===== config.mk =====
export PLATFORM = sky130hd
export DESIGN_NAME = rename_core
export DESIGN_NICKNAME = d
export VERILOG_FILES = /design/src/common/tomasulo_pkg.sv /design/src/register_status/register_status_file.sv /design/src/reorder_buffer/reorder_buffer.sv /design/src/design/dispatch_unit.sv /design/src/design/rename_core.sv
export SDC_FILE = /design/constraint.sdc
export NUM_CORES = 2
export LEC_CHECK = 0
export BUFFER_PORTS_ARGS = -buffer_cell sky130_fd_sc_hd__buf_2
export CELL_PAD_IN_SITES_DETAIL_PLACEMENT = 1
export CELL_PAD_IN_SITES_GLOBAL_PLACEMENT = 2
export CORE_MARGIN = 5
export CORE_UTILIZATION = 51
export DETAILED_ROUTE_END_ITERATION = 8
export PLACE_DENSITY_LB_ADDON = 0.1
export RECOVER_POWER = 50
export SLEW_MARGIN = 20
export SYNTH_ARGS = -nofsm -noshare
export SYNTH_HDL_FRONTEND = slang
export SYNTH_SLANG_ARGS = --single-unit

===== constraint.sdc =====
create_clock -name clk -period 7.4 [get_ports clk]
set_input_delay 1.11 -clock clk [delete_from_list [all_inputs] [get_ports clk]]
set_output_delay 1.11 -clock clk [all_outputs]
set_load 0.03 [all_outputs]

===== src/common/tomasulo_pkg.sv =====
`default_nettype none

// shared types and constants for the rename and commit core
package tomasulo_pkg;

    // architectural data word
    typedef logic [31:0] word_t;

    // index into the 32 architectural registers
    typedef logic [4:0] reg_idx_t;

    // reorder buffer tag, where zero means the register has no pending producer
    // and tags 1 and up name buffer slots 0 and up
    typedef logic [4:0] rob_tag_t;

    // major opcode field of an RV32I instruction word
    typedef logic [6:0] opcode_t;

    // stores and branches are the only base opcodes that leave rd alone
    localparam opcode_t OPC_STORE  = 7'b0100011;
    localparam opcode_t OPC_BRANCH = 7'b1100011;

    // marks a register whose value is already architectural
    localparam rob_tag_t NO_TAG = 5'd0;

endpackage : tomasulo_pkg

`default_nettype wire


===== src/register_status/register_status_file.sv =====
`timescale 1ns/1ps
`default_nettype none

// architectural register file with one pending producer tag per register
module register_status_file (
    input  logic                  clk,
    input  logic                  rst,
    input  logic                  flush,

    // rename side, from dispatch
    input  logic                  load_tag,
    input  tomasulo_pkg::reg_idx_t tag_rd,
    input  tomasulo_pkg::rob_tag_t rd_tag,

    // commit side, from the reorder buffer
    input  logic                  load_reg,
    input  tomasulo_pkg::reg_idx_t commit_rd,
    input  tomasulo_pkg::word_t    commit_value,
    input  tomasulo_pkg::rob_tag_t commit_tag,

    // operand read ports
    input  tomasulo_pkg::reg_idx_t rs1,
    input  tomasulo_pkg::reg_idx_t rs2,
    output tomasulo_pkg::word_t    vj,
    output tomasulo_pkg::word_t    vk,
    output tomasulo_pkg::rob_tag_t qj,
    output tomasulo_pkg::rob_tag_t qk
);

    // committed register values
    tomasulo_pkg::word_t    values [32];

    // producer tag per register, NO_TAG once the value is architectural
    tomasulo_pkg::rob_tag_t tags [32];

    // reads are combinational and see the state from before the edge
    // x0 is hardwired to zero and never has a producer
    assign vj = (rs1 == 5'd0) ? 32'h0000_0000 : values[rs1];
    assign vk = (rs2 == 5'd0) ? 32'h0000_0000 : values[rs2];
    assign qj = (rs1 == 5'd0) ? tomasulo_pkg::NO_TAG : tags[rs1];
    assign qk = (rs2 == 5'd0) ? tomasulo_pkg::NO_TAG : tags[rs2];

    always_ff @(posedge clk) begin
        if (rst) begin
            for (int i = 0; i < 32; i++) begin
                values[i] <= 32'h0000_0000;
                tags[i]   <= tomasulo_pkg::NO_TAG;
            end
        end else if (flush) begin
            // every in-flight producer is discarded, so nothing is pending anymore
            // committed values are kept as they are
            for (int i = 0; i < 32; i++) begin
                tags[i] <= tomasulo_pkg::NO_TAG;
            end
        end else begin
            // retiring entry writes its value; writes to x0 are dropped
            if (load_reg && commit_rd != 5'd0) begin
                values[commit_rd] <= commit_value;

                // only the newest producer may clear the tag, otherwise an
                // older write would hide a younger one that is still in flight
                if (tags[commit_rd] == commit_tag) begin
                    tags[commit_rd] <= tomasulo_pkg::NO_TAG;
                end
            end

            // a rename in the same cycle is issued after the committing entry,
            // so its tag must survive; placing it last lets it win the clear above
            if (load_tag && tag_rd != 5'd0) begin
                tags[tag_rd] <= rd_tag;
            end
        end
    end

endmodule : register_status_file

`default_nettype wire


===== src/reorder_buffer/reorder_buffer.sv =====
`timescale 1ns/1ps
`default_nettype none

// circular in-order commit queue
// allocates tags at the tail, takes completions anywhere, retires the head
module reorder_buffer #(
    parameter int ROB_DEPTH = 8
) (
    input  logic                  clk,
    input  logic                  rst,
    input  logic                  flush,

    // allocation from dispatch
    input  logic                  alloc,
    input  tomasulo_pkg::reg_idx_t alloc_rd,
    output tomasulo_pkg::rob_tag_t alloc_tag,
    output logic                  rob_full,

    // completion broadcast from the functional units
    input  logic                  cdb_valid,
    input  tomasulo_pkg::rob_tag_t cdb_tag,
    input  tomasulo_pkg::word_t    cdb_value,

    // head entry on its way to the register file
    output logic                  commit_valid,
    output tomasulo_pkg::reg_idx_t commit_rd,
    output tomasulo_pkg::word_t    commit_value,
    output tomasulo_pkg::rob_tag_t commit_tag
);

    localparam int PTR_W = (ROB_DEPTH > 1) ? $clog2(ROB_DEPTH) : 1;
    localparam int CNT_W = $clog2(ROB_DEPTH + 1);

    localparam logic [PTR_W-1:0] LAST_SLOT = PTR_W'(ROB_DEPTH - 1);
    localparam logic [CNT_W-1:0] FULL_CNT  = CNT_W'(ROB_DEPTH);
    localparam tomasulo_pkg::rob_tag_t MAX_TAG = tomasulo_pkg::rob_tag_t'(ROB_DEPTH);

    // per-slot control state
    logic                   busy  [ROB_DEPTH];
    logic                   ready [ROB_DEPTH];

    // per-slot payload
    tomasulo_pkg::reg_idx_t rd    [ROB_DEPTH];
    tomasulo_pkg::word_t    value [ROB_DEPTH];

    logic [PTR_W-1:0] head;
    logic [PTR_W-1:0] tail;
    logic [CNT_W-1:0] count;

    logic             do_alloc;
    logic             do_commit;
    logic             cdb_hit;
    logic [PTR_W-1:0] cdb_slot;

    // tag is slot number plus one so that zero stays free for "no producer"
    assign alloc_tag  = tomasulo_pkg::rob_tag_t'(tail) + 5'd1;
    assign commit_tag = tomasulo_pkg::rob_tag_t'(head) + 5'd1;
    assign rob_full   = (count == FULL_CNT);

    // dispatch already holds alloc low when full; checked again so the
    // pointers can never overrun the head
    assign do_alloc  = alloc && !rob_full;

    // head retires as soon as its result is in, unless a flush throws it away
    assign commit_valid = busy[head] && ready[head] && !flush;
    assign do_commit    = commit_valid;
    assign commit_rd    = rd[head];
    assign commit_value = value[head];

    // completions for tags that are out of range or not in flight are ignored
    assign cdb_slot = PTR_W'(cdb_tag - 5'd1);
    assign cdb_hit  = cdb_valid && (cdb_tag != tomasulo_pkg::NO_TAG)
                      && (cdb_tag <= MAX_TAG) && busy[cdb_slot];

    always_ff @(posedge clk) begin
        if (rst || flush) begin
            head  <= '0;
            tail  <= '0;
            count <= '0;
            for (int i = 0; i < ROB_DEPTH; i++) begin
                busy[i]  <= 1'b0;
                ready[i] <= 1'b0;
            end
        end else begin
            // result lands in its slot and the entry becomes committable
            if (cdb_hit) begin
                ready[cdb_slot] <= 1'b1;
                value[cdb_slot] <= cdb_value;
            end

            // the tail slot is free here, so it never collides with the head
            if (do_alloc) begin
                busy[tail]  <= 1'b1;
                ready[tail] <= 1'b0;
                rd[tail]    <= alloc_rd;
                tail        <= (tail == LAST_SLOT) ? '0 : tail + 1'b1;
            end

            if (do_commit) begin
                busy[head]  <= 1'b0;
                ready[head] <= 1'b0;
                head        <= (head == LAST_SLOT) ? '0 : head + 1'b1;
            end

            // occupancy only moves when exactly one side is active
            case ({do_alloc, do_commit})
                2'b10:   count <= count + 1'b1;
                2'b01:   count <= count - 1'b1;
                default: count <= count;
            endcase
        end
    end

endmodule : reorder_buffer

`default_nettype wire


===== src/design/dispatch_unit.sv =====
`timescale 1ns/1ps
`default_nettype none

// decodes register fields of an RV32I word and decides whether it may issue
module dispatch_unit (
    input  logic                  issue,
    input  tomasulo_pkg::word_t    instr,
    input  logic                  rob_full,
    output logic                  alloc,
    output tomasulo_pkg::reg_idx_t rs1,
    output tomasulo_pkg::reg_idx_t rs2,
    output tomasulo_pkg::reg_idx_t rd,
    output logic                  has_rd,
    output logic                  load_tag
);

    tomasulo_pkg::opcode_t  opcode;
    tomasulo_pkg::reg_idx_t rd_field;

    // field positions are shared by every RV32I format that has them
    assign opcode   = instr[6:0];
    assign rd_field = instr[11:7];
    assign rs1      = instr[19:15];
    assign rs2      = instr[24:20];

    // stores and branches reuse bits 11:7 for immediate data
    assign has_rd = (opcode != tomasulo_pkg::OPC_STORE)
                    && (opcode != tomasulo_pkg::OPC_BRANCH);

    // non-writing entries still go through the buffer, but retire to x0
    assign rd = has_rd ? rd_field : 5'd0;

    // a strobe while the buffer is full is lost, there is no stall path
    assign alloc = issue && !rob_full;

    // x0 never gets a producer tag
    assign load_tag = alloc && has_rd && (rd != 5'd0);

endmodule : dispatch_unit

`default_nettype wire


===== src/design/rename_core.sv =====
`timescale 1ns/1ps
`default_nettype none

// rename and commit core: dispatch, register status file and reorder buffer
module rename_core #(
    parameter int ROB_DEPTH = 8
) (
    input  logic                  clk,
    input  logic                  rst,
    input  logic                  flush,

    // issue
    input  logic                  issue,
    input  tomasulo_pkg::word_t    instr,

    // completion broadcast
    input  logic                  cdb_valid,
    input  tomasulo_pkg::rob_tag_t cdb_tag,
    input  tomasulo_pkg::word_t    cdb_value,

    // rename results for the instruction on instr
    output tomasulo_pkg::rob_tag_t issue_tag,
    output tomasulo_pkg::word_t    vj,
    output tomasulo_pkg::word_t    vk,
    output tomasulo_pkg::rob_tag_t qj,
    output tomasulo_pkg::rob_tag_t qk,
    output logic                  rob_full,

    // retirement
    output logic                  commit_valid,
    output tomasulo_pkg::reg_idx_t commit_rd,
    output tomasulo_pkg::word_t    commit_value
);

    logic                   alloc;
    logic                   load_tag;
    tomasulo_pkg::reg_idx_t rs1;
    tomasulo_pkg::reg_idx_t rs2;
    tomasulo_pkg::reg_idx_t rd;
    tomasulo_pkg::rob_tag_t commit_tag;

    // has_rd is already folded into load_tag and the masked rd
    dispatch_unit u_dispatch (
        .issue    (issue),
        .instr    (instr),
        .rob_full (rob_full),
        .alloc    (alloc),
        .rs1      (rs1),
        .rs2      (rs2),
        .rd       (rd),
        .has_rd   (),
        .load_tag (load_tag)
    );

    // the tail tag is both the issue tag and the new producer for rd
    register_status_file u_regs (
        .clk          (clk),
        .rst          (rst),
        .flush        (flush),
        .load_tag     (load_tag),
        .tag_rd       (rd),
        .rd_tag       (issue_tag),
        .load_reg     (commit_valid),
        .commit_rd    (commit_rd),
        .commit_value (commit_value),
        .commit_tag   (commit_tag),
        .rs1          (rs1),
        .rs2          (rs2),
        .vj           (vj),
        .vk           (vk),
        .qj           (qj),
        .qk           (qk)
    );

    reorder_buffer #(
        .ROB_DEPTH (ROB_DEPTH)
    ) u_rob (
        .clk          (clk),
        .rst          (rst),
        .flush        (flush),
        .alloc        (alloc),
        .alloc_rd     (rd),
        .alloc_tag    (issue_tag),
        .rob_full     (rob_full),
        .cdb_valid    (cdb_valid),
        .cdb_tag      (cdb_tag),
        .cdb_value    (cdb_value),
        .commit_valid (commit_valid),
        .commit_rd    (commit_rd),
        .commit_value (commit_value),
        .commit_tag   (commit_tag)
    );

endmodule : rename_core

`default_nettype wire


# [Yosys cells after proc, flatten, opt, wreduce, memory -nomap -nowiden]
# Memory sizes are Yosys's and may differ from the RTL's. A register that Yosys moved wholly into a read port is not among the register bits.
# Index checks and enable logic that the tools add are counted.
[op_classes] n_addsub=7 order_cmp=1 n_eq_ne=8 n_mux=101 bitwise=32 reduce_logical=29
[ops] cell="4-bit 2-to-1 mux" n=34
[ops] cell="32-bit 2-to-1 mux" n=3
[ops] cell="3-bit 2-to-1 mux" n=15
[ops] cell="1-bit 2-to-1 mux" n=42
[ops] cell="1-bit bitwise OR" n=32
[ops] cell="32-bit OR reduction" n=1
[ops] cell="5-bit 2-to-1 mux" n=6
[ops] cell="5-bit nonzero test" n=3
[ops] cell="1-bit logical AND" n=12
[ops] cell="5-bit logical NOT" n=2
[ops] cell="3-bit by 1-bit adder with 4-bit output (second input constant)" n=2
[ops] cell="4-bit one-hot mux with 2 select lines" n=1
[ops] cell="4-bit OR reduction" n=2
[ops] cell="7-bit by 6-bit inequality test with 1-bit output (second input constant)" n=1
[ops] cell="7-bit inequality test (second input constant)" n=1
[ops] cell="3-bit by 1-bit adder with 3-bit output (second input constant)" n=2
[ops] cell="3-bit equality test (second input constant)" n=2
[ops] cell="5-bit equality test" n=1
[ops] cell="5-bit by 4-bit <= comparator with 1-bit output (second input constant)" n=1
[ops] cell="1-bit OR reduction" n=5
[ops] cell="4-bit by 1-bit adder with 4-bit output (second input constant)" n=1
[ops] cell="4-bit equality test (second input constant)" n=1
[ops] cell="4-bit by 1-bit subtractor with 4-bit output (second input constant)" n=1
[ops] cell="3-bit by 1-bit subtractor with 3-bit output (second input constant)" n=1
[ops] cell="other kinds (5)" n=6
[word_totals] register_bits=10 ramBits=1464 in_bits=74 word_cells=187 memories=6
[mem_list] memory="u_regs.values" words=32 word_bits=32 read_ports=2 rd_ports_with_merged_regs=0 wr=32 line_no="register_status_file.sv:31" rtl="tomasulo_pkg::word_t values [32];"
[mem_list] memory="u_rob.value" words=8 word_bits=32 read_ports=1 rd_ports_with_merged_regs=1 wr=1 line_no="reorder_buffer.sv:44" rtl="tomasulo_pkg::word_t value [ROB_DEPTH];"
[mem_list] memory="u_regs.tags" words=32 word_bits=4 read_ports=3 rd_ports_with_merged_regs=0 wr=32 line_no="register_status_file.sv:34" rtl="tomasulo_pkg::rob_tag_t tags [32];"
[mem_list] memory="u_rob.rd" words=8 word_bits=5 read_ports=1 rd_ports_with_merged_regs=1 wr=1 line_no="reorder_buffer.sv:43" rtl="tomasulo_pkg::reg_idx_t rd [ROB_DEPTH];"
[mem_list] memory="u_rob.busy" words=8 word_bits=1 read_ports=2 rd_ports_with_merged_regs=1 wr=8 line_no="reorder_buffer.sv:39" rtl="logic busy [ROB_DEPTH];"
[mem_list] memory="u_rob.ready" words=8 word_bits=1 read_ports=1 rd_ports_with_merged_regs=1 wr=8 line_no="reorder_buffer.sv:40" rtl="logic ready [ROB_DEPTH];"

# [Depth between registers and ports, before layout]
[logic_depth] depth_word=12 mapped_depth=15 mapped_depth_nobuf=12

# [Modules after synthesis]
# Synthesis repeated with hierarchy kept, for this count alone.
[hier_totals] hier_cells=4629 hier_area_um2=77554.4
[modules_own_cells] mod="register_status_file" instances=1 cells_per_inst=3986 area_per_inst_um2=64597.0 seq_area_each_um2=35554.1
[modules_own_cells] mod="reorder_buffer" instances=1 cells_per_inst=623 area_per_inst_um2=12803.5 seq_area_each_um2=9469.1
[modules_own_cells] mod="dispatch_unit" instances=1 cells_per_inst=20 area_per_inst_um2=153.9 seq_area_each_um2=0.0

# [Worst setup path after synthesis]
# Ideal clock, no wire load.
[synth_path] kind="input-to-reg" startpoint="in cdb_tag[0]" endpoint="mem u_rob.value[6][0] (netlist bit) (enable)" setup_time_ns=0.470 arrival_ns=4.831 required_time_ns=6.930 slack_ns=2.099 cell_stages=7 path_cell_list="inv_1 > ha_1 > xor2_1 > mux4_2 > mux2i_1 > nor3b_1 > nor3b_1"
[synth_between] elab_chain_cells=7 word_cells_on_any_way=10 cone_classes="1 x add/sub; 1 x order compare; 3 x mux; 4 x reduce/logical; 1 x memory"
[synth_rtl] element="from (decl)" line_no="rename_core.sv:18" rtl="input tomasulo_pkg::rob_tag_t cdb_tag,"
[synth_rtl] element="branches (longest 7 deep; another with 3-bit by 1-bit subtractor with 3-bit output)"
[synth_rtl] element="to (decl)" line_no="reorder_buffer.sv:44"
# Several ways; the timed one is not identified.

==> run metrics <==
die area 151100 um2; number of iterations in the first detailed-routing pass 5; drt drc 0; fin crit share between 80% and 90%; post-synth top area cell edfxtp_1; core area 143100 um2; CP Depth 9; Leak Pwr around 0.029 uW; Syn-to-layout area delta 11.92%; vias in the first global route between 40000 and 50000; CTS Buffer Depth 3; die height 388.7 um; final setup fails 0; routed wire length 255400 um; sw frac between 20% and 30%; Synth Cell Area 73120 um2; Clock Power Share 40.6%; routability congestion estimate 0.9178; Worst Setup End Kind register; CP most frequent cell nand2_1; Sequential cell area 44070 um2; max-slew violation count 768; Hold Vio Cnt, Final 0; final core occ about 57%; crit path cell chain mux2_1 -> o22a_2 -> nand2_1 -> clkinv_4 -> nand2_1 -> nor2_1 -> nand2_2 -> clkbuf_2 -> nand2b_4; CP required 7.69 ns; Avg WL per Cell 37.76 um; Max stage delay cell, worst path clkbuf_2; r2r worst-path depth 9; post-cts resize count 0; Clock Skews 0.03347 ns; max-cap violation count 30; num rows 139; sequential power share between 40% and 50%; delay-heaviest family, CP simple AND/OR/NAND/NOR gates; Combinational Power Share under 10%; Max Freq 0.1518 GHz; Avg Vias per Cell 6.912; CTS tree built; vias 46750; Synth Flop Type edfxtp_1; Critical Path Max Stage Delay approximately 1.2 ns; clock root cell clkbuf_16; Initial Util 51.09%; ANT nets after route 0; internal power 14510 uW; Worst Max-Slew Pin Slew 3.327 ns; io pins 192; CTS Sinks 1477; Clock Latency Late Sink 0.81 ns; setup tns final 0 ns; Async SR Flop Fraction 0%; Switch Pwr 4633 uW; Critical Path AT between 6 and 7 ns; first-pass GRT wire length 361500 um; status finished, violations left; hold_buf cts 0; Gate Count Post-Synth 4629; RSZ-0062 raised after global routing false; Buf+Inv Stages, Crit Path 2; register bit count reported by yosys 1477; Num CTS Buffers about 160; Worst Path Max Fanout 42; PwrDens 233.9 nW/um2; reg2reg end u_regs.values[5][13]; placed cell area 76940 um2; Multi-input gate area 27710 um2; Finished Layout Cells 6764; antenna violations before repair 8; Setup Buffers After CTS 0; Initial DRC Count approximately 6000; Hold WC Path Type register to register; die width just under 400 um; Layout Cell Area excl Fill a little over 80000 um2; Port Buffers approximately 180; top cell type's share of synthesized area roughly 60%; failing checks max-capacitance violations, max-slew violations; cell with the most instances after synthesis edfxtp_1; GRT Resource Usage Total 33.78%; maximum number of pins on one net before global-route repair between 80 and 90; number of library cell types mapped by synthesis 73; Min Clock Period, post-route 6.588 ns; critical path startpoint category register; share of cells above drive strength 1 between 20 and 30%; Nets 4809; reg2reg setup slack about 0.81 ns; Post-synth EDFFs 1448; Post-Syn Area per Cell 15.80 um2; peak supply drop 0.0002112 V; Clock transition at path regs around 0.06 ns; placed instance count 6460; Crit Path Class register to register; Yosys Warn Count 0; ranking of synthesized cells by area edfxtp_1 59%, mux4_2 24%, nor2_1 6.0%; Max-slew headroom -121.8%; worst setup path end u_regs.values[5][13]; Layout fillers 12930; H-tree levels 4; Post-synth top cells 1448 x edfxtp_1, 1175 x nor2_1, 793 x mux4_2; total gr overflow 0; register area share after synthesis between 60% and 70%; Post-DP HPWL approximately 150000 um
[registers in the layout, summed over array words and instances (netlist names), 4 cells and up, named ones only]
name / flops
u_rob.value: 256
u_rob.rd: 40
u_rob.ready: 8
u_regs.tags: 128
u_rob.busy: 8
u_regs.values: 1024
u_rob.count: 4
[cells by family (layout without fill, tap and decap cells)]
kind of cell	count (synthesis)	in the layout	share of synthesized area (%)
adders and majority gates	10	10	0.1814
AOI/OAI and AO/OA	165	165	1.668
DFF	1477	1477	60.26
muxes	933	933	26.43
buffers and inverters	515	707	2.784
xor gates and xnor gates	6	6	0.07188
and+or+nand+nor	1522	1522	8.598
other	1	41	0.005128
[power groups by stage]
stage	clock network [uW]	logic, uW	registers, uW
6_report	7770	1830	9550
5_1_grt	8250	1890	9560
4_1_cts	7860	1820	9540
3_5_place_dp	0	1820	9710
3_3_place_gp	0	1800	9680
2_1_floorplan	0	1160	9650
[worst register-to-register path, stage by stage, from the launching register on]
cell,delay (ns)
dfxtp_4,0.84
mux2_1,0.44
o22a_2,0.24
nand2_1,0.96
clkinv_4,0.78
nand2_1,0.34
nor2_1,0.24
nand2_2,0.13
clkbuf_2,1.19
nand2b_4,0.91
[layer usage]
metal	wire length, um	track usage (%)	up-vias	part of all wire [%]
li1	-	-	18300	-
met1	94550	45.21	25000	37
met2	122500	54.38	2884	48
met3	27520	8.169	562	11
met4	10830	12.66	4	4.2
met5	24	0	-	0.0094
[metrics by stage]
stage	hold slack [ns]	setup slack, ns	total power (uW)
floorplan	0.4534	2.099	10810
global placement	0.4750	1.767	11490
detailed placement	0.4809	1.705	11530
CTS	0.4977	1.665	19220
global route	0.5363	0.7336	19700
finish	0.5059	0.8118	19150
[cell usage in the layout (no fill, tap or decap), types with 9 or more instances in the layout]
master and instances:
edfxtp_1 1448, nor2_1 1172, mux4_2 793, clkbuf_16 164, buf_2 133, buf_4 127, clkbuf_1 115, mux2i_1 98
nand2_1 84, and3_1 84, inv_1 45, a21oi_1 45, nand3_1 40, conb_1 39, clkinv_1 33, mux2i_4 32
nor3_1 30, dfxtp_1 26, clkinv_2 25, o21ai_0 24, nand2b_2 24, nand2_2 20, o31ai_1 17, buf_12 14
nand4_1 13, nand2b_1 12, a2111oi_0 10, o311ai_1 10, ha_1 9
[worst min path at each step]
stage	from	endpoint	slack, ns	depth (start not counted)
after floorplan	u_rob.count[3]	u_rob.count[3]	0.45	2
after global placement	u_rob.count[3]	u_rob.count[3]	0.47	2
after detailed placement	u_rob.count[3]	u_rob.count[3]	0.48	2
after CTS	cdb_value[19]	u_rob.value[2][19]	0.50	1
after global routing	u_rob.count[3]	u_rob.count[3]	0.54	2
final	u_rob.count[3]	u_rob.count[3]	0.51	2
[area by class of cell]
class                      instances  area share [%]
sequential                      1477           53.85
multi-input combinational       2675           33.85
clock buffer                     216           5.265
timing repair buffer             361           3.051
tap                             1903           2.909
clock inverter                    79          0.8225
inverter                          51          0.2400
antenna                            2        0.006115
(Power assumes the default switching activity.)
